===== src/design/tcb_lite_pkg.sv =====
// bus widths, transfer size range, response delay
// and queue depths for the TCB-Lite subsystem

`default_nettype none

package tcb_lite_pkg;

    ////////////////////////////////////////
    // bus geometry
    ////////////////////////////////////////

    // byte address
    localparam int ADR_W = 10;
    // data word
    localparam int DAT_W = 32;
    // byte lanes per word
    localparam int BYT = DAT_W / 8;

    // size code is log2 of the byte count
    localparam int SIZ_W = 2;
    // 2 means a full 4-byte word
    localparam int SIZ_MAX = 2;

    ////////////////////////////////////////
    // timing and buffering
    ////////////////////////////////////////

    // subordinate read delay in cycles
    localparam int DLY = 1;

    // response entries, equal to the credit count
    localparam int RSP_DEPTH = 4;
    // command entries
    localparam int CMD_DEPTH = 2;

    // pointer and counter widths
    localparam int CMD_PW = $clog2(CMD_DEPTH);
    localparam int CMD_CW = $clog2(CMD_DEPTH + 1);
    localparam int RSP_PW = $clog2(RSP_DEPTH);
    localparam int CRD_W = $clog2(RSP_DEPTH + 1);

endpackage: tcb_lite_pkg

`default_nettype wire

===== src/design/tcb_lite_rsp_buffer.sv =====
// response FIFO fed by delayed TCB-Lite responses
// drains to the response stream and returns credits

`default_nettype none

module tcb_lite_rsp_buffer
    import tcb_lite_pkg::*;
(
    input  logic             mon,
    input  logic             rst_n,
    // tcb request side, for the delay line
    input  logic             tcb_vld,
    input  logic             tcb_rdy,
    input  logic             tcb_wen,
    input  logic [SIZ_W-1:0] tcb_siz,
    // tcb response
    input  logic [DAT_W-1:0] tcb_rdt,
    input  logic             tcb_err,
    // response stream
    output logic             rsp_vld,
    input  logic             rsp_rdy,
    output logic             rsp_wen,
    output logic [DAT_W-1:0] rsp_rdt,
    output logic             rsp_err,
    // credit return to request queue
    output logic             crd_ret
);

    // transfer delay line
    logic             vld_dly [DLY];
    logic             wen_dly [DLY];
    logic [SIZ_W-1:0] siz_dly [DLY];

    // response storage
    logic             fif_wen [RSP_DEPTH];
    logic [DAT_W-1:0] fif_rdt [RSP_DEPTH];
    logic             fif_err [RSP_DEPTH];

    logic [RSP_PW-1:0] wr_ptr;
    logic [RSP_PW-1:0] rd_ptr;
    logic [CRD_W-1:0]  cnt;
    logic              psh;
    logic              pop;
    logic [DAT_W-1:0]  psh_rdt;

    ////////////////////////////////////////
    // delay line matching the subordinate
    ////////////////////////////////////////

    always_ff @(posedge mon) begin
        if (!rst_n) begin
            for (int k = 0; k < DLY; k++) begin
                vld_dly[k] <= 1'b0;
            end
        end else begin
            vld_dly[0] <= tcb_vld & tcb_rdy;
            for (int k = 1; k < DLY; k++) begin
                vld_dly[k] <= vld_dly[k-1];
            end
        end
    end

    always_ff @(posedge mon) begin
        wen_dly[0] <= tcb_wen;
        siz_dly[0] <= tcb_siz;
        for (int k = 1; k < DLY; k++) begin
            wen_dly[k] <= wen_dly[k-1];
            siz_dly[k] <= siz_dly[k-1];
        end
    end

    // clear bytes above the size, all of it for writes and errors
    always_comb begin
        psh_rdt = '0;
        if (!wen_dly[DLY-1] && !tcb_err) begin
            for (int j = 0; j < BYT; j++) begin
                if (j < (1 << siz_dly[DLY-1])) begin
                    psh_rdt[8*j +: 8] = tcb_rdt[8*j +: 8];
                end
            end
        end
    end

    ////////////////////////////////////////
    // response fifo
    ////////////////////////////////////////

    // credits keep a push from ever seeing a full fifo
    assign psh = vld_dly[DLY-1];
    assign rsp_vld = (cnt != '0);
    assign pop = rsp_vld & rsp_rdy;
    // one credit back per drained entry
    assign crd_ret = pop;

    assign rsp_wen = fif_wen[rd_ptr];
    assign rsp_rdt = fif_rdt[rd_ptr];
    assign rsp_err = fif_err[rd_ptr];

    always_ff @(posedge mon) begin
        if (psh) begin
            fif_wen[wr_ptr] <= wen_dly[DLY-1];
            fif_rdt[wr_ptr] <= psh_rdt;
            fif_err[wr_ptr] <= tcb_err;
        end
    end

    always_ff @(posedge mon) begin
        if (!rst_n) begin
            wr_ptr <= '0;
            rd_ptr <= '0;
            cnt    <= '0;
        end else begin
            if (psh) begin
                wr_ptr <= (wr_ptr == RSP_PW'(RSP_DEPTH - 1)) ? '0 : wr_ptr + 1'b1;
            end
            if (pop) begin
                rd_ptr <= (rd_ptr == RSP_PW'(RSP_DEPTH - 1)) ? '0 : rd_ptr + 1'b1;
            end
            case ({psh, pop})
                2'b10:   cnt <= cnt + 1'b1;
                2'b01:   cnt <= cnt - 1'b1;
                default: cnt <= cnt;
            endcase
        end
    end

endmodule: tcb_lite_rsp_buffer

`default_nettype wire


===== config.mk =====
export PLATFORM = sky130hd
export DESIGN_NAME = tcb_lite_rsp_buffer
export DESIGN_NICKNAME = d
export VERILOG_FILES = /design/src/design/tcb_lite_pkg.sv /design/src/design/tcb_lite_rsp_buffer.sv
export SDC_FILE = /design/constraint.sdc
export NUM_CORES = 1
export LEC_CHECK = 0
export ABC_AREA = 1
export ABC_CLOCK_PERIOD_IN_PS = 4200
export BUFFER_PORTS_ARGS = -buffer_cell sky130_fd_sc_hd__buf_2
export CAP_MARGIN = 20
export CORE_MARGIN = 5
export CORE_UTILIZATION = 55
export CTS_CLUSTER_SIZE = 25
export DETAILED_ROUTE_END_ITERATION = 8
export GPL_TIMING_DRIVEN = 1
export PLACE_DENSITY = 0.76
export RECOVER_POWER = 25
export SLEW_MARGIN = 0
export SYNTH_ARGS = -nofsm -noshare
export SYNTH_HDL_FRONTEND = slang
export SYNTH_SLANG_ARGS = --single-unit

===== constraint.sdc =====
create_clock -name mon -period 4.2 [get_ports mon]
set_input_delay 0.21 -clock mon [delete_from_list [all_inputs] [get_ports mon]]
set_output_delay 0.21 -clock mon [all_outputs]
set_load 0.05 [all_outputs]

# Word-level counts from Yosys, hierarchy flattened
# Memories as Yosys holds them, arrays and structs flattened. A register that Yosys moved wholly into a read port is not among the register bits.
# Cells that the tools add are included.
totals:
  register_bits: 7
  latch_bits: 0
  mem_bits_rw: 140
  mem_bits_ro: 0
  wordCells: 50
  memories: 6
memory_table:
  columns: ["memory", "depth", "word_bits", "read_ports", "rd_clocked_by_memory_dff", "wr", "line_no", "source"]
  rows:
  - ["fif_rdt", 4, 32, 1, 1, 1, "tcb_lite_rsp_buffer.sv:36", "logic [DAT_W-1:0] fif_rdt [RSP_DEPTH];"]
  - ["fif_err", 4, 1, 1, 1, 1, "tcb_lite_rsp_buffer.sv:37", "logic fif_err [RSP_DEPTH];"]
  - ["fif_wen", 4, 1, 1, 1, 1, "tcb_lite_rsp_buffer.sv:35", "logic fif_wen [RSP_DEPTH];"]
  - ["siz_dly", 1, 2, 1, 0, 1, "tcb_lite_rsp_buffer.sv:32", "logic [SIZ_W-1:0] siz_dly [DLY];"]
  - ["vld_dly", 1, 1, 1, 0, 1, "tcb_lite_rsp_buffer.sv:30", "logic vld_dly [DLY];"]
  - ["wen_dly", 1, 1, 1, 0, 1, "tcb_lite_rsp_buffer.sv:31", "logic wen_dly [DLY];"]
op_classes:
  addsub: 4
  n_mul: 0
  div_mod_pow: 0
  n_lt_le_gt_ge: 4
  n_eq_ne: 4
  n_shift: 1
  n_mux: 20
  bitwise: 2
  reduce_logical: 6
op_table:
  columns: ["cell", "count"]
  rows:
  - ["$lt A3 B32 Y1 const A", 2]
  - ["$lt A1 B32 Y1 const A", 1]
  - ["$lt A2 B32 Y1 const A", 1]
  - ["$mux W32", 1]
  - ["$mux W8", 4]
  - ["$shl A1 B2 Y32 const A", 1]
  - ["$mux W2", 8]
  - ["$eq A2 B2 Y1 const B", 3]
  - ["$mux W1", 6]
  - ["$pmux W3 S2", 1]
  - ["$add A2 B1 Y2 const B", 2]
  - ["$add A3 B1 Y3 const B", 1]
  - ["$reduce_bool A3 Y1", 1]
  - ["$sub A3 B1 Y3 const B", 1]
  - ["$and A1 B1 Y1", 2]
  - ["$eq A2 B1 Y1 const B", 1]
  - ["$logic_not A1 Y1", 2]
  - ["$reduce_bool A2 Y1", 1]
  - ["$logic_and A1 B1 Y1", 1]
  - ["$reduce_or A1 Y1", 1]

# Logic depth before layout (Yosys ltp)
logic_depth:
  ltp_word: 4
  ltp_mapped: 12

# Worst setup path before layout
# No wires, ideal clock.
synth_path:
  path_type: "register -> register"
  start: "reg cnt[1]"
  end: "reg cnt[2]"
  t_arrival_ns: 2.348
  required_time_ns: 4.090
  setup_slack_ns: 1.742
  path_stages_with_launch: 13
  synth_period_minus_slack_ns: 2.458
  path_cell_list: "dfxtp_1 > inv_1 > nand3_1 > and2_1 > ha_1 > inv_1 > fa_1 > inv_1 > nand2_1 > nand3_1 > nand2_1 > inv_1 > nor2_1"
synth_via:
  elab_chain_len: 4
  elab_cells_between_ends: 8
  cone_classes: "2 x add/sub; 2 x eq/ne; 1 x mux; 1 x bitwise; 2 x reduce/logical"
synth_rtl:
  columns: ["element", "line_no", "source"]
  rows:
  - ["from (decl)", "tcb_lite_rsp_buffer.sv:41", "logic [CRD_W-1:0] cnt;"]
  - ["from (signal assigned)", "tcb_lite_rsp_buffer.sv:120", "2'b10: cnt <= cnt + 1'b1;"]
  - ["from (signal assigned)", "tcb_lite_rsp_buffer.sv:121", "2'b01: cnt <= cnt - 1'b1;"]
  - ["from (signal assigned)", "tcb_lite_rsp_buffer.sv:122", "default: cnt <= cnt;"]
  - ["$reduce_bool A3 Y1 (*)", "tcb_lite_rsp_buffer.sv:90", "assign rsp_vld = (cnt != '0);"]
  - ["named net rsp_vld", "tcb_lite_rsp_buffer.sv:20", "output logic rsp_vld,"]
  - ["$and A1 B1 Y1 (*)", "tcb_lite_rsp_buffer.sv:91", "assign pop = rsp_vld & rsp_rdy;"]
  - ["named net crd_ret", "tcb_lite_rsp_buffer.sv:26", "output logic crd_ret"]
  - ["$eq A2 B1 Y1 or $eq A2 B2 Y1 (tied branches)", "tcb_lite_rsp_buffer.sv:119", "case ({psh, pop})"]
  - ["$pmux W3 S2 or $reduce_bool A2 Y1 (tied branches)", null, null]
# Mark *: on every way through the listed nets, which the timed path passes. The rest lies on a longest branch.
# A chain may end at the register's enable or synchronous reset.

==> results_tabular.tex <==
\begin{tabular}{lr}
\hline
Metric & Value \\
\hline
\multicolumn{2}{l}{\textbf{Run status}} \\
Result of the run & finished clean \\
\multicolumn{2}{l}{\textbf{Synth}} \\
Combined area of all synthesized cells & 5930 µm² \\
Synth cell types & 26 \\
Syn nets & 517 \\
Synthesized area per cell & 12.7 µm² \\
Number of warnings printed during yosys synthesis & 0 \\
Flop and latch count out of synthesis & 149 \\
Cell count after synthesis & 469 \\
Sequential-to-total area share from yosys stat & 0.732 \\
\multicolumn{2}{l}{\textbf{Flow run}} \\
Total of max-cap violations & 0 \\
\multicolumn{2}{l}{\textbf{Pwr}} \\
Maximum vdd ir drop & 0.342 mV \\
Total power draw & 0.00439 W \\
Power per cell area & 625 nW/µm² \\
Leak pwr & 2.55 nW \\
\multicolumn{2}{l}{\textbf{Global route}} \\
Sum of overflow across all layers after global routing & 0 \\
Wire length of the first global-routing pass & 18600 µm \\
Number of global-route vias before repair & 3722 \\
Overall track demand over capacity in global routing & 0.191 \\
Initial antenna violation count & 0 \\
Maximum number of pins on one net before global-route repair & 69 \\
\multicolumn{2}{l}{\textbf{Placement}} \\
Detail Placement HPWL & 6910 µm \\
Placed instance area & 6370 µm² \\
Weighted congestion reported at the end of routability-driven placement & 0.740 \\
Number of buffers inserted by port buffering & 76 \\
Worst slack, placed & 1920 ps \\
\multicolumn{2}{l}{\textbf{Detailed routing}} \\
Final antenna-violating net count & 0 \\
Routed wire length per instance & 16.8 µm \\
Via Count & 3813 \\
First drt pass iteration count & 4 \\
Post-route DRC violation count & 0 \\
Violation count after the first detailed-routing iteration & 337 \\
Per-cell via count in the routed design & 5.40 \\
Detailed-route wire length & 11900 µm \\
\multicolumn{2}{l}{\textbf{STA}} \\
Actual slew at the worst max-slew pin & 948 ps \\
Tightest slew margin relative to the limit & 0.368 \\
Worst Slack Setup Final & 1360 ps \\
Total count of hold-check failures in the final report & 0 \\
Sum Neg Setup Slack & 0 ps \\
Max-slew violation total from the final report & 0 \\
Setup-failing EPs final & 0 \\
Achievable Freq & 0.352 GHz \\
Final critical-path required period & 2840 ps \\
Unrepaired setup endpoints after global routing & no \\
Setup Skew & 7.96 ps \\
Share of the cycle needed by the critical path after routing & 0.676 \\
\multicolumn{2}{l}{\textbf{Clock tree}} \\
Resized cells post-CTS & 0 \\
Clock Root Buffer & sky130\_fd\_sc\_hd\_\_clkbuf\_8 \\
Register clock-pin slew on the reported worst setup and hold paths & 60 ps \\
Buffer levels on the longest clock path & 2 \\
CTS sink cnt & 149 \\
Skew-Pair Late Insertion Delay & 520 ps \\
Clock tree from TritonCTS & done \\
Maximum level of the CTS H-tree & 4 \\
TritonCTS buffer count & 17 \\
\multicolumn{2}{l}{\textbf{Floorplan}} \\
Number of placement rows & 38 \\
Die span in y & 114 µm \\
Ports placed on the boundary & 77 \\
Die W & 114 µm \\
Core Box Area & 10700 µm² \\
Total Die Area & 13000 µm² \\
Starting density of the core & 0.555 \\
\multicolumn{2}{l}{\textbf{Worst setup path}} \\
Setup crit start kind & flop \\
Internal reg-to-reg setup slack & 2080 ps \\
Endpoint of the worst register-to-register path & fif\_rdt[2][22]\$\_DFFE\_PP\_ \\
Critical path destination & rsp\_rdt[7] \\
Arrival @ worst endpoint & 2630 ps \\
Type of the worst setup path & reg2out \\
Worst endpoint required time & 3990 ps \\
Reg2Reg Launch Point & wen\_dly[0]\$\_DFF\_P\_ \\
R2R cell count & 3 \\
Crit. End Element & primary output \\
Maximum fanout along the worst path & 34 \\
\multicolumn{2}{l}{\textbf{Final layout}} \\
Final non-filler cell area & 7020 µm² \\
Final net count & 601 \\
Final Core Density & 0.656 \\
Layout cell share with drive strength beyond 1 & 0.219 \\
Top library cells by usage in the layout, fill and taps aside & sky130\_fd\_sc\_hd\_\_edfxtp\_1, sky130\_fd\_sc\_hd\_\_nor2\_1, sky130\_fd\_sc\_hd\_\_buf\_2, sky130\_fd\_sc\_hd\_\_o21ai\_0, sky130\_fd\_sc\_hd\_\_nand2\_1 \\
Most common cell after layout, fill and taps aside & sky130\_fd\_sc\_hd\_\_edfxtp\_1 \\
\# diodes & 0 \\
Number of filler cells placed in the layout & 791 \\
Growth of design area from synthesis to finish & 18.4\% \\
\multicolumn{2}{l}{\textbf{Worst hold path}} \\
Worst min path class & in2reg \\
Start point of the worst hold path & rsp\_rdy \\
\hline
\end{tabular}
## worst min path at each step
stage          cells after the start  slack [ps]                endpoint
6_report                           4          20                    flop
5_1_grt                            4          40                    flop
4_1_cts                            4         0.7  rd_ptr[1]$_SDFFE_PN0N_
3_5_place_dp                       1         310      wen_dly[0]$_DFF_P_
3_3_place_gp                       1         310   siz_dly[0][0]$_DFF_P_
2_1_floorplan                      0         240   siz_dly[0][0]$_DFF_P_
## Yosys cell counts
cell type	instances	area share
sky130_fd_sc_hd__inv_6	1	0.0015
sky130_fd_sc_hd__a21oi_1	6	0.0051
sky130_fd_sc_hd__nand3_1	4	0.0034
sky130_fd_sc_hd__o22ai_1	33	0.035
sky130_fd_sc_hd__nor2_2	10	0.011
sky130_fd_sc_hd__buf_8	1	0.0025
sky130_fd_sc_hd__buf_6	3	0.0057
sky130_fd_sc_hd__o21ai_0	71	0.060
sky130_fd_sc_hd__ha_1	6	0.013
sky130_fd_sc_hd__inv_2	2	0.0013
sky130_fd_sc_hd__inv_1	24	0.015
sky130_fd_sc_hd__nand4_1	1	0.0011
sky130_fd_sc_hd__and2_1	1	0.0011
sky130_fd_sc_hd__nand2_1	35	0.022
sky130_fd_sc_hd__or2_2	1	0.0011
sky130_fd_sc_hd__nor2_1	96	0.061
sky130_fd_sc_hd__o22ai_2	1	0.0021
sky130_fd_sc_hd__fa_1	1	0.0034
sky130_fd_sc_hd__buf_2	15	0.013
sky130_fd_sc_hd__buf_12	1	0.0034
sky130_fd_sc_hd__dfxtp_1	13	0.044
sky130_fd_sc_hd__clkbuf_2	3	0.0025
sky130_fd_sc_hd__nor3_1	1	0.00084
sky130_fd_sc_hd__buf_4	2	0.0025
sky130_fd_sc_hd__edfxtp_1	136	0.69
sky130_fd_sc_hd__nor2_4	1	0.0019
## critical path, stage by stage, from the launching register on
cell,delay (ps)
sky130_fd_sc_hd__dfxtp_1,530
sky130_fd_sc_hd__buf_4,330
sky130_fd_sc_hd__inv_2,460
sky130_fd_sc_hd__o21ai_0,240
sky130_fd_sc_hd__o22ai_1,220
sky130_fd_sc_hd__buf_2,310
## what timing repair did
| action | in CTS | in global routing |
|---|---|---|
| hold endpoints to repair | 15 | 0 |
| hold buffers | 8 | 0 |
| setup buffers | 0 | 0 |
## kinds of logic (layout without fill, tap and decap cells)
logic type                 Yosys count  count (layout)  share of synthesized area
adders and majority gates            7               7                     0.0160
and+or+nand+nor                    150             150                      0.103
DFF                                149             149                      0.732
AOI/OAI and AO/OA                  111             111                      0.102
buffers and inverters               52             149                     0.0472
## sequential cells by signal, indices dropped and copies added, names as in the netlist, 2 cells and up, named ones only
register  cells
rd_ptr        2
wr_ptr        2
fif_rdt     128
fif_err       4
siz_dly       2
fif_wen       4
cnt           3
## where the power goes
| part | switching (W) | internal [W] | total, W |
|---|---|---|---|
| Combinational | 0.000960 | 0.000276 | 0.00124 |
| Clock | 0.000552 | 0.000902 | 0.00145 |
| Sequential | 0.0000511 | 0.00165 | 0.00170 |
| Total | 0.00156 | 0.00283 | 0.00439 |
## per-layer routing
| metal | wire (µm) | track usage | vias up | share of wire |
|---|---|---|---|---|
| met5 | 0 | 0 | - | 0 |
| li1 | - | - | 1838 | - |
| met2 | 6040 | 0.318 | 133 | 0.51 |
| met4 | 197 | 0.0768 | 0 | 0.017 |
| met1 | 4890 | 0.241 | 1825 | 0.41 |
| met3 | 726 | 0.0488 | 17 | 0.061 |
## cell type report
type,count,area [µm²],share of cell area
Sequential cell,149,4350,0.619
Inverter,27,106,0.0151
Tap cell,140,175,0.0249
Clock buffer,19,422,0.0600
Timing Repair Buffer,90,517,0.0736
Clock inverter,13,156,0.0223
Multi-Input combinational cell,268,1300,0.185
## through the flow
stage	hold WS (ps)	cells
2_1_floorplan	238	469
3_3_place_gp	313	665
3_5_place_dp	314	666
4_1_cts	0.702	706
5_1_grt	35.8	706
6_report	19.3	706
Power figures use the tool's default switching activity.
