[src/design/tcb_lite_pkg.sv]
// bus widths, transfer size range, response delay
// and queue depths for the TCB-Lite subsystem

`default_nettype none

package tcb_lite_pkg;

    ////////////////////////////////////////
    // bus geometry
    ////////////////////////////////////////

    // byte address
    localparam int ADR_W = 10;
    // data word
    localparam int DAT_W = 32;
    // byte lanes per word
    localparam int BYT = DAT_W / 8;

    // size code is log2 of the byte count
    localparam int SIZ_W = 2;
    // 2 means a full 4-byte word
    localparam int SIZ_MAX = 2;

    ////////////////////////////////////////
    // timing and buffering
    ////////////////////////////////////////

    // subordinate read delay in cycles
    localparam int DLY = 1;

    // response entries, equal to the credit count
    localparam int RSP_DEPTH = 4;
    // command entries
    localparam int CMD_DEPTH = 2;

    // pointer and counter widths
    localparam int CMD_PW = $clog2(CMD_DEPTH);
    localparam int CMD_CW = $clog2(CMD_DEPTH + 1);
    localparam int RSP_PW = $clog2(RSP_DEPTH);
    localparam int CRD_W = $clog2(RSP_DEPTH + 1);

endpackage: tcb_lite_pkg

`default_nettype wire
[src/design/tcb_lite_req_queue.sv]
// command FIFO with credit counter
// turns the command stream into TCB-Lite request transfers

`default_nettype none

module tcb_lite_req_queue
    import tcb_lite_pkg::*;
(
    input  logic             mon,
    input  logic             rst_n,
    // command stream
    input  logic             cmd_vld,
    output logic             cmd_rdy,
    input  logic             cmd_wen,
    input  logic [ADR_W-1:0] cmd_adr,
    input  logic [SIZ_W-1:0] cmd_siz,
    input  logic [DAT_W-1:0] cmd_wdt,
    // tcb request
    output logic             tcb_vld,
    input  logic             tcb_rdy,
    output logic             tcb_wen,
    output logic [ADR_W-1:0] tcb_adr,
    output logic [SIZ_W-1:0] tcb_siz,
    output logic [DAT_W-1:0] tcb_wdt,
    // credit return from response buffer
    input  logic             crd_ret
);

    // command storage
    logic             fif_wen [CMD_DEPTH];
    logic [ADR_W-1:0] fif_adr [CMD_DEPTH];
    logic [SIZ_W-1:0] fif_siz [CMD_DEPTH];
    logic [DAT_W-1:0] fif_wdt [CMD_DEPTH];

    logic [CMD_PW-1:0] wr_ptr;
    logic [CMD_PW-1:0] rd_ptr;
    logic [CMD_CW-1:0] cnt;
    logic [CRD_W-1:0]  crd;
    logic              psh;
    logic              pop;

    ////////////////////////////////////////
    // handshakes
    ////////////////////////////////////////

    // room left in the fifo
    assign cmd_rdy = (cnt != CMD_CW'(CMD_DEPTH));
    assign psh = cmd_vld & cmd_rdy;

    // issue only with a command and a free response slot
    assign tcb_vld = (cnt != '0) && (crd != '0);
    assign pop = tcb_vld & tcb_rdy;

    // head of fifo drives the bus
    assign tcb_wen = fif_wen[rd_ptr];
    assign tcb_adr = fif_adr[rd_ptr];
    assign tcb_siz = fif_siz[rd_ptr];
    assign tcb_wdt = fif_wdt[rd_ptr];

    ////////////////////////////////////////
    // storage and pointers
    ////////////////////////////////////////

    // payload write
    always_ff @(posedge mon) begin
        if (psh) begin
            fif_wen[wr_ptr] <= cmd_wen;
            fif_adr[wr_ptr] <= cmd_adr;
            fif_siz[wr_ptr] <= cmd_siz;
            fif_wdt[wr_ptr] <= cmd_wdt;
        end
    end

    always_ff @(posedge mon) begin
        if (!rst_n) begin
            wr_ptr <= '0;
            rd_ptr <= '0;
            cnt    <= '0;
            crd    <= CRD_W'(RSP_DEPTH);
        end else begin
            // wrapping pointers
            if (psh) begin
                wr_ptr <= (wr_ptr == CMD_PW'(CMD_DEPTH - 1)) ? '0 : wr_ptr + 1'b1;
            end
            if (pop) begin
                rd_ptr <= (rd_ptr == CMD_PW'(CMD_DEPTH - 1)) ? '0 : rd_ptr + 1'b1;
            end
            // occupancy
            case ({psh, pop})
                2'b10:   cnt <= cnt + 1'b1;
                2'b01:   cnt <= cnt - 1'b1;
                default: cnt <= cnt;
            endcase
            // spend on transfer, restore on return, both may coincide
            case ({pop, crd_ret})
                2'b10:   crd <= crd - 1'b1;
                2'b01:   crd <= crd + 1'b1;
                default: crd <= crd;
            endcase
        end
    end

endmodule: tcb_lite_req_queue

`default_nettype wire

[config.mk]
export PLATFORM = sky130hd
export DESIGN_NAME = tcb_lite_req_queue
export DESIGN_NICKNAME = d
export VERILOG_FILES = /design/src/design/tcb_lite_pkg.sv /design/src/design/tcb_lite_req_queue.sv
export SDC_FILE = /design/constraint.sdc
export NUM_CORES = 1
export LEC_CHECK = 0
export ABC_AREA = 1
export BUFFER_PORTS_ARGS = -buffer_cell sky130_fd_sc_hd__buf_2
export CAP_MARGIN = 0
export CORE_ASPECT_RATIO = 0.75
export CORE_MARGIN = 2
export CORE_UTILIZATION = 50
export CTS_BUF_LIST = sky130_fd_sc_hd__clkbuf_8
export DETAILED_ROUTE_END_ITERATION = 6
export PLACE_DENSITY = 0.76
export SLEW_MARGIN = 10
export SYNTH_ARGS = -nofsm -noshare
export SYNTH_HDL_FRONTEND = slang
export SYNTH_SLANG_ARGS = --single-unit
[constraint.sdc]
create_clock -name mon -period 3.1 [get_ports mon]
set_input_delay 0.465 -clock mon [delete_from_list [all_inputs] [get_ports mon]]
set_output_delay 0.465 -clock mon [all_outputs]
set_load 0.02 [all_outputs]
# Word-level counts from Yosys, hierarchy flattened
# Memories as Yosys holds them, arrays and structs flattened. A register that Yosys moved wholly into a read port is not among the register bits.
# Index checks and enable logic that the tools add are counted.
[word_totals] register_bits=7 mem_count=4 word_cells=40 ramBits=90 in_bits=50 out_inout_bits=47
[op_classes] addsub=6 reduce_logical=5 mux=14 n_eq_ne=5 n_bitwise=2
[memory_table] memory="fif_wdt" depth=2 width=32 read_ports=1 rd_ports_with_merged_regs=1 wr=1 line="tcb_lite_req_queue.sv:33" source="logic [DAT_W-1:0] fif_wdt [CMD_DEPTH];"
[memory_table] memory="fif_adr" depth=2 width=10 read_ports=1 rd_ports_with_merged_regs=1 wr=1 line="tcb_lite_req_queue.sv:31" source="logic [ADR_W-1:0] fif_adr [CMD_DEPTH];"
[memory_table] memory="fif_siz" depth=2 width=2 read_ports=1 rd_ports_with_merged_regs=1 wr=1 line="tcb_lite_req_queue.sv:32" source="logic [SIZ_W-1:0] fif_siz [CMD_DEPTH];"
[memory_table] memory="fif_wen" depth=2 width=1 read_ports=1 rd_ports_with_merged_regs=1 wr=1 line="tcb_lite_req_queue.sv:30" source="logic fif_wen [CMD_DEPTH];"
[ops] op="$mux W1" n=12
[ops] op="$pmux W3 S2" n=1
[ops] op="$reduce_bool A2 Y1" n=3
[ops] op="$eq A2 B1 Y1 const B" n=2
[ops] op="$eq A2 B2 Y1 const B" n=2
[ops] op="$pmux W2 S2" n=1
[ops] op="$add A3 B1 Y3 const B" n=1
[ops] op="$reduce_bool A3 Y1" n=1
[ops] op="$sub A3 B1 Y3 const B" n=1
[ops] op="$add A1 B1 Y1 const B" n=2
[ops] op="$add A2 B1 Y2 const B" n=1
[ops] op="$and A1 B1 Y1" n=2
[ops] op="$ne A2 B2 Y1 const B" n=1
[ops] op="$sub A2 B1 Y2 const B" n=1
[ops] op="$logic_and A1 B1 Y1" n=1

# Depth between registers and ports, before layout
# Gate-level depths: netlist (run 1).
[depth] depth_word=5 depth_mapped=10 depth_no_buf=10

# Worst setup path after synthesis (run 1)
# Ideal clock, no wire load.
[synth_path] path_type="reg-to-reg" from="register cnt[0]" to="memory fif_adr[0][0], enable pin" stages_incl_launch_ff=5 setup_ns=0.448 n_path_buf=0 required_time_ns=2.652 arrival_ns=2.629 path_slack_ns=0.023 synth_period_minus_slack_ns=3.077 cell_sequence="dfxtp_1 inv_1 nand2_1 nand2_1 nor2_1"
[synth_via] elab_chain_len=4
[synth_rtl] element="start, declared" line="tcb_lite_req_queue.sv:37" source="logic [CMD_CW-1:0] cnt;"
[synth_rtl] element="start signal, assigned" line="tcb_lite_req_queue.sv:90" source="2'b10: cnt <= cnt + 1'b1;"
[synth_rtl] element="start signal, assigned" line="tcb_lite_req_queue.sv:91" source="2'b01: cnt <= cnt - 1'b1;"
[synth_rtl] element="start signal, assigned" line="tcb_lite_req_queue.sv:92" source="default: cnt <= cnt;"
[synth_rtl] element="$ne A2 B2 Y1" line="tcb_lite_req_queue.sv:47" source="assign cmd_rdy = (cnt != CMD_CW'(CMD_DEPTH));"
[synth_rtl] element="net cmd_rdy" line="tcb_lite_req_queue.sv:13" source="output logic cmd_rdy,"
[synth_rtl] element="$and A1 B1 Y1" line="tcb_lite_req_queue.sv:48" source="assign psh = cmd_vld & cmd_rdy;"
[synth_rtl] element="$mux W1" line="tcb_lite_req_queue.sv:66" source="if (psh) begin"
[synth_rtl] element="$mux W1 (implied by the code)" line="tcb_lite_req_queue.sv:68" source="fif_adr[wr_ptr] <= cmd_adr;"
[synth_rtl] element="end, declared" line="tcb_lite_req_queue.sv:31"
# The timed path passes the listed nets, and every way through them passes these cells.

==> results of run 1 <==
## path summary, 6_finish.rpt
| kind | endpoint | cells after the start | from |
|---|---|---|---|
| hold reg to reg | crd[2]$_SDFFE_PN1P_ | 2 | crd[2]$_SDFFE_PN1P_ |
| setup reg to reg | crd[2]$_SDFFE_PN1P_ | 9 | cnt[0]$_SDFFE_PN0P_ |
| hold / removal | fif_wdt[0][15]$_DFFE_PP_ | 1 | cmd_wdt[15] |
| setup / recovery | tcb_wdt[28] | 3 | flop |
## synth_stat cells
master	instances
nand4_1	2
buf_6	1
fa_1	1
nand3_2	1
buf_12	4
mux2_4	40
edfxtp_1	90
o21ai_0	4
inv_1	12
nand2_1	11
nand3_1	3
or2_2	1
nor2_1	8
a21oi_1	5
ha_1	2
dfxtp_1	8
mux2_2	5
## kinds of logic after synthesis
family	after synthesis	synth area share
AO/OA/AOI/OAI	9	0.0117
adder cells (fa/ha/maj)	3	0.0117
buffers and inverters	17	0.0353
flip-flops	98	0.741
multiplexers	45	0.170
AND/OR/NAND/NOR	26	0.0298
## worst max-delay path, delay by kind of cell (launching register included)
kind	cells	cell delay (ns)
flip-flops	1	0.74
multiplexers	1	0.35
buffers and inverters	2	0.47
## area by class of cell
class / count / area [um2]
inverter: 12 / 45.0
sequential: 98 / 2860
multi-input combinational: 83 / 877
clock inverter: 6 / 82.6
tap: 101 / 126
fill: 549 / 2760
clock buffer: 9 / 124
timing repair buffer: 99 / 515
## per-layer routing
layer,GRT usage,part of all wire,vias up
li1,-,-,952
met3,0.0576,0.071,10
met4,0.0560,0.011,2
met5,0,0.0018,-
met1,0.185,0.45,919
met2,0.237,0.47,65
## flip-flops by register name, indices dropped and copies added (netlist names), named ones only
name and flops:
fif_wen 2, fif_siz 4, fif_adr 20, crd 3, rd_ptr 1, fif_wdt 64
cnt 2, wr_ptr 1
## stage by stage
stage	power (W)	utilization	hold WS, ns	std cells
floorplan	0.00250	-	0.450	198
detailed placement	0.00272	0.599	0.485	393
CTS	0.00356	0.626	0.279	408
global placement	0.00269	0.599	0.469	393
global route	0.00369	0.626	0.273	408
finish	0.00352	0.626	0.301	408
## power groups by stage
stage / sequential (W) / clock [W] / combinational [W]
final: 0.00172 / 0.000842 / 0.000952
after global routing: 0.00174 / 0.000917 / 0.00103
after CTS: 0.00173 / 0.000868 / 0.000964
after detailed placement: 0.00176 / 0 / 0.000962
after global placement: 0.00174 / 0 / 0.000949
after floorplan: 0.00171 / 0 / 0.000785
==> impl_metrics.env, run 1 <==
export IMPL_outcome="complete, no violations"
export IMPL_clock_tree_root_cell="clkbuf_8"
export IMPL_drt_wl_total_um=6010
export IMPL_grt_max_degree=46
export IMPL_routed_via_density=4.77
export IMPL_setup_viol=0
export IMPL_cts_tree="built"
export IMPL_synth_area_um2=3860
export IMPL_die_h_um=80.1
export IMPL_crit_path_end_kind="primary output"
export IMPL_worstMarginPinSlew_ns=0.634
export IMPL_synth_nets=251
export IMPL_drtIter0Drc=49
export IMPL_post_cts_setup_buffer_count=0
export IMPL_place_ws_ns=1.06
export IMPL_final_common_cell="buf_2"
export IMPL_clk_pin_slew_worst_paths_ns=0.08
export IMPL_yosys_area_top_type="edfxtp_1"
export IMPL_worst_slack_ns=0.725
export IMPL_die_w_um=105
export IMPL_drtPass1Iterations=4
export IMPL_num_rows=27
export IMPL_skew_ns=0.00506
export IMPL_synth_area_per_cell_um2=19.5
export IMPL_tns_ns=0
export IMPL_numCtsBuffers=9
export IMPL_slew_headroom=0.577
export IMPL_start_kind="flop"
export IMPL_ios=97
export IMPL_synth_area_leaders="edfxtp_1 70%, mux2_4 16%, dfxtp_1 4.1%"
export IMPL_drive_gt1_frac=0.528
export IMPL_grt_first_pass_wirelength_um=9240
export IMPL_clock_path_buffers=2
export IMPL_critical_path_max_stage_delay_ns=0.74
export IMPL_layout_common_cells="96 x buf_2, 90 x edfxtp_1, 40 x mux2_4"
export IMPL_fmax_mhz=421
export IMPL_hpwlAfterDp_um=3960
export IMPL_antenna_found_initial=1
export IMPL_place_area_um2=4430
export IMPL_finalNetCount=356
export IMPL_pwr_share_comb=0.271
export IMPL_wl_per_cell_um=14.7
export IMPL_first_global_vias=1910
export IMPL_syn2layout_area_growth_pct=20.0
export IMPL_seqPwrFrac=0.490
export IMPL_yosys_cell_types_count=17
export IMPL_rrSetupSlack_ns=1.31
export IMPL_synth_top_area_frac=0.700
export IMPL_initial_core_util=0.522
export IMPL_ir_drop_v=0.000439
export IMPL_dieArea_um2=8450
export IMPL_internal_power_w=0.00251
export IMPL_vias=1948
export IMPL_power_density_nw_per_um2=758
export IMPL_htreeDepth=3
export IMPL_cts_sinks=98
export IMPL_critPathKind="flop to primary output"
export IMPL_crit_fanout=27
export IMPL_gp_congestion=0.711
export IMPL_ant_nets=0
export IMPL_fin_area_um2=4630
export IMPL_netlist_instances=198
export IMPL_synth_seq_cells=98
export IMPL_port_buffers=96
export IMPL_cts_resized=0
export IMPL_ys_warn_count=0
export IMPL_hold_path_class="input port to flop"
export IMPL_maxSlewViolCount=0
export IMPL_finalHoldViolations=0
export IMPL_drc_errors=0
export IMPL_p_leak_nw=1.85
export IMPL_p_switching_w=0.00101
export IMPL_core_area_um2=7400
export IMPL_p_clk_frac=0.239
export IMPL_cp_required_ns=2.63
export IMPL_track_usage=0.148
export IMPL_num_antenna_cells=0
export IMPL_power_switching_share=0.286
export IMPL_critPathSlowestCell="dfxtp_2"
export IMPL_period_needed_ns=2.37
export IMPL_period_share=0.766
export IMPL_rsz0062_at_grt="false"
export IMPL_clk_latency_ns=0.35
export IMPL_crit_arrival_ns=1.91
export IMPL_ys_seq_area_frac=0.741
export IMPL_cts_hold_buf=0
export IMPL_maxCapViolCount=0
export IMPL_grt_overflow_total=0
export IMPL_path_cells="buf_12, mux2_2, buf_2"
No activity file was read; power rests on OpenSTA's default activity.
==> run 2: changes to the inputs <==
- clock period: 3.1 -> 2.36 ns (I/O delays scaled with it)
==> run 2 against run 1 <==
Effect of this change:
- sequential cell count unchanged
- largest power group unchanged
- via count up 1.9%
- wire length rose by 3.9%
- combinational power up 38%
- sequential power increased by 29%
- clock skew grew 0.0020 ns
- non-clock buffer count increased by 3
==> impl_metrics.env, run 2 (synthesis results as in run 1) <==
export IMPL_wl_met3_um=460
export IMPL_endpoint="tcb_wdt[26]"
export IMPL_hold_path_class="input port to flop"
export IMPL_cts_resized=0
export IMPL_clock_path_buffers=2
export IMPL_crit_path_end_kind="primary output"
export IMPL_htreeDepth=3
export IMPL_ir_drop_v=0.000519
export IMPL_rsz0062_at_grt="false"
export IMPL_clk_pin_slew_worst_paths_ns=0.09
export IMPL_initial_core_util=0.522
export IMPL_num_rows=27
export IMPL_clk_latency_ns=0.34
export IMPL_post_cts_setup_buffer_count=0
export IMPL_clock_tree_root_cell="clkbuf_8"
export IMPL_finalHoldViolations=0
export IMPL_drt_wl_total_um=6240
export IMPL_start_kind="flop"
export IMPL_internal_power_w=0.00311
export IMPL_layout_common_cells="96 x buf_2, 90 x edfxtp_1, 40 x mux2_4"
export IMPL_track_usage=0.157
export IMPL_fmax_mhz=494
export IMPL_critical_path_max_stage_delay_ns=0.43
export IMPL_critPathSlowestCell="buf_4"
export IMPL_slew_headroom=0.661
export IMPL_power_switching_share=0.306
export IMPL_top_layer="met4"
export IMPL_outcome="complete, no violations"
export IMPL_core_area_um2=7400
export IMPL_gp_congestion=0.769
export IMPL_drive_gt1_frac=0.534
export IMPL_drtIter0Drc=102
export IMPL_top_regs="fif_wdt: 64 flops, fif_adr: 20 flops, fif_siz: 4 flops"
export IMPL_maxCapViolCount=0
export IMPL_cts_sinks=98
export IMPL_wl_met2_um=2880
export IMPL_cts_tree="built"
export IMPL_n_fill_cell=540
export IMPL_rr_startpoint="cnt[0]$_SDFFE_PN0P_"
export IMPL_top_register="fif_wdt"
export IMPL_drc_errors=0
export IMPL_skew_ns=0.00704
export IMPL_worstMarginPinSlew_ns=0.509
export IMPL_ant_nets=0
export IMPL_die_h_um=80.1
export IMPL_power_density_nw_per_um2=969
export IMPL_p_total_w=0.00447
export IMPL_path_cells="buf_4, mux2_2, buf_2"
export IMPL_grt_first_pass_wirelength_um=9810
export IMPL_syn2layout_area_growth_pct=19.5
export IMPL_vias=1985
export IMPL_dieArea_um2=8450
export IMPL_maxSlewViolCount=0
export IMPL_pwr_share_comb=0.293
export IMPL_largest_register_ff_count=64
export IMPL_routed_via_density=4.82
export IMPL_worstReg2RegEnd="crd[2]$_SDFFE_PN1P_"
export IMPL_wl_per_cell_um=15.1
export IMPL_p_clk_frac=0.211
export IMPL_die_w_um=105
export IMPL_cts_hold_buf=0
export IMPL_drtPass1Iterations=4
export IMPL_seqPwrFrac=0.496
export IMPL_tns_ns=0
export IMPL_ios=97
export IMPL_whs_ns=0.193
export IMPL_num_antenna_cells=0
export IMPL_critPathKind="flop to primary output"
export IMPL_numCtsBuffers=9
export IMPL_regArea_um2=2860
export IMPL_p_switching_w=0.00137
export IMPL_setup_viol=0
export IMPL_crit_fanout=28
export IMPL_fin_util=0.624
export IMPL_multi_input_area_um2=877
export IMPL_reg2regPathDepth=9
export IMPL_port_buffers=96
export IMPL_finalNetCount=359
export IMPL_period_needed_ns=2.02
export IMPL_p_leak_nw=1.86
export IMPL_crit_arrival_ns=1.67
export IMPL_final_common_cell="buf_2"
export IMPL_rrSetupSlack_ns=0.57
export IMPL_antenna_found_initial=0
export IMPL_grt_max_degree=29
export IMPL_hpwlAfterDp_um=4350
export IMPL_period_share=0.857
export IMPL_grt_overflow_total=0
export IMPL_wirelength_met1_um=2840
export IMPL_final_cells=412
export IMPL_first_global_vias=2066
export IMPL_cp_required_ns=2.01
export IMPL_place_inst=396
-- run 2: cell count changes in the layout (fill, tap and decap cells not counted), sizes merged --
cell	delta
clkinvlp	-1
inv	+4
buf	+3
bufinv	-2
-- run 2: final cells by class --
type                    count  share of cell area
well taps                 101              0.0274
multi-input cells          83               0.190
inverters                  12             0.00976
clock inverters             7              0.0114
repair buffers            102               0.114
clock buffers               9              0.0268
flip-flops and latches     98               0.621
-- run 2: layer usage --
metal	up-vias	track usage
li1	958	-
met1	948	0.206
met2	74	0.250
met3	5	0.0495
met4	0	0.0520
met5	-	0
-- run 2: through the flow --
step | worst slack, ns | area, um2
final | 0.336 | 4610
after global routing | 0.225 | 4610
after CTS | 0.298 | 4610
after detailed placement | 0.584 | 4440
after global placement | 0.648 | 4440
after floorplan | -0.717 | 3860
-- run 2: worst min path at each step --
stage / startpoint / to / slack [ns] / cells after the start
after CTS: cmd_wdt[14] / fif_wdt[0][14]$_DFFE_PP_ / 0.17 / 1
final: cmd_wdt[14] / fif_wdt[0][14]$_DFFE_PP_ / 0.19 / 1
after global placement: crd[2]$_SDFFE_PN1P_ / crd[2]$_SDFFE_PN1P_ / 0.47 / 2
after detailed placement: crd[2]$_SDFFE_PN1P_ / crd[2]$_SDFFE_PN1P_ / 0.49 / 2
after global routing: cmd_wdt[11] / fif_wdt[0][11]$_DFFE_PP_ / 0.16 / 1
after floorplan: rst_n / crd[2]$_SDFFE_PN1P_ / 0.44 / 1
-- run 2: critical path, delay by kind of cell, from the launching register on --
family	cells	cell delay (ns)
mux	1	0.39
buf+inv	2	0.59
flops	1	0.34
-- run 2: power by group through the flow --
stage | Combinational [W] | Clock [W] | Sequential [W]
global route | 0.00142 | 0.00105 | 0.00224
finish | 0.00131 | 0.000945 | 0.00222
CTS | 0.00133 | 0.000982 | 0.00222
global placement | 0.00131 | 0 | 0.00224
floorplan | 0.00103 | 0 | 0.00225
detailed placement | 0.00132 | 0 | 0.00226
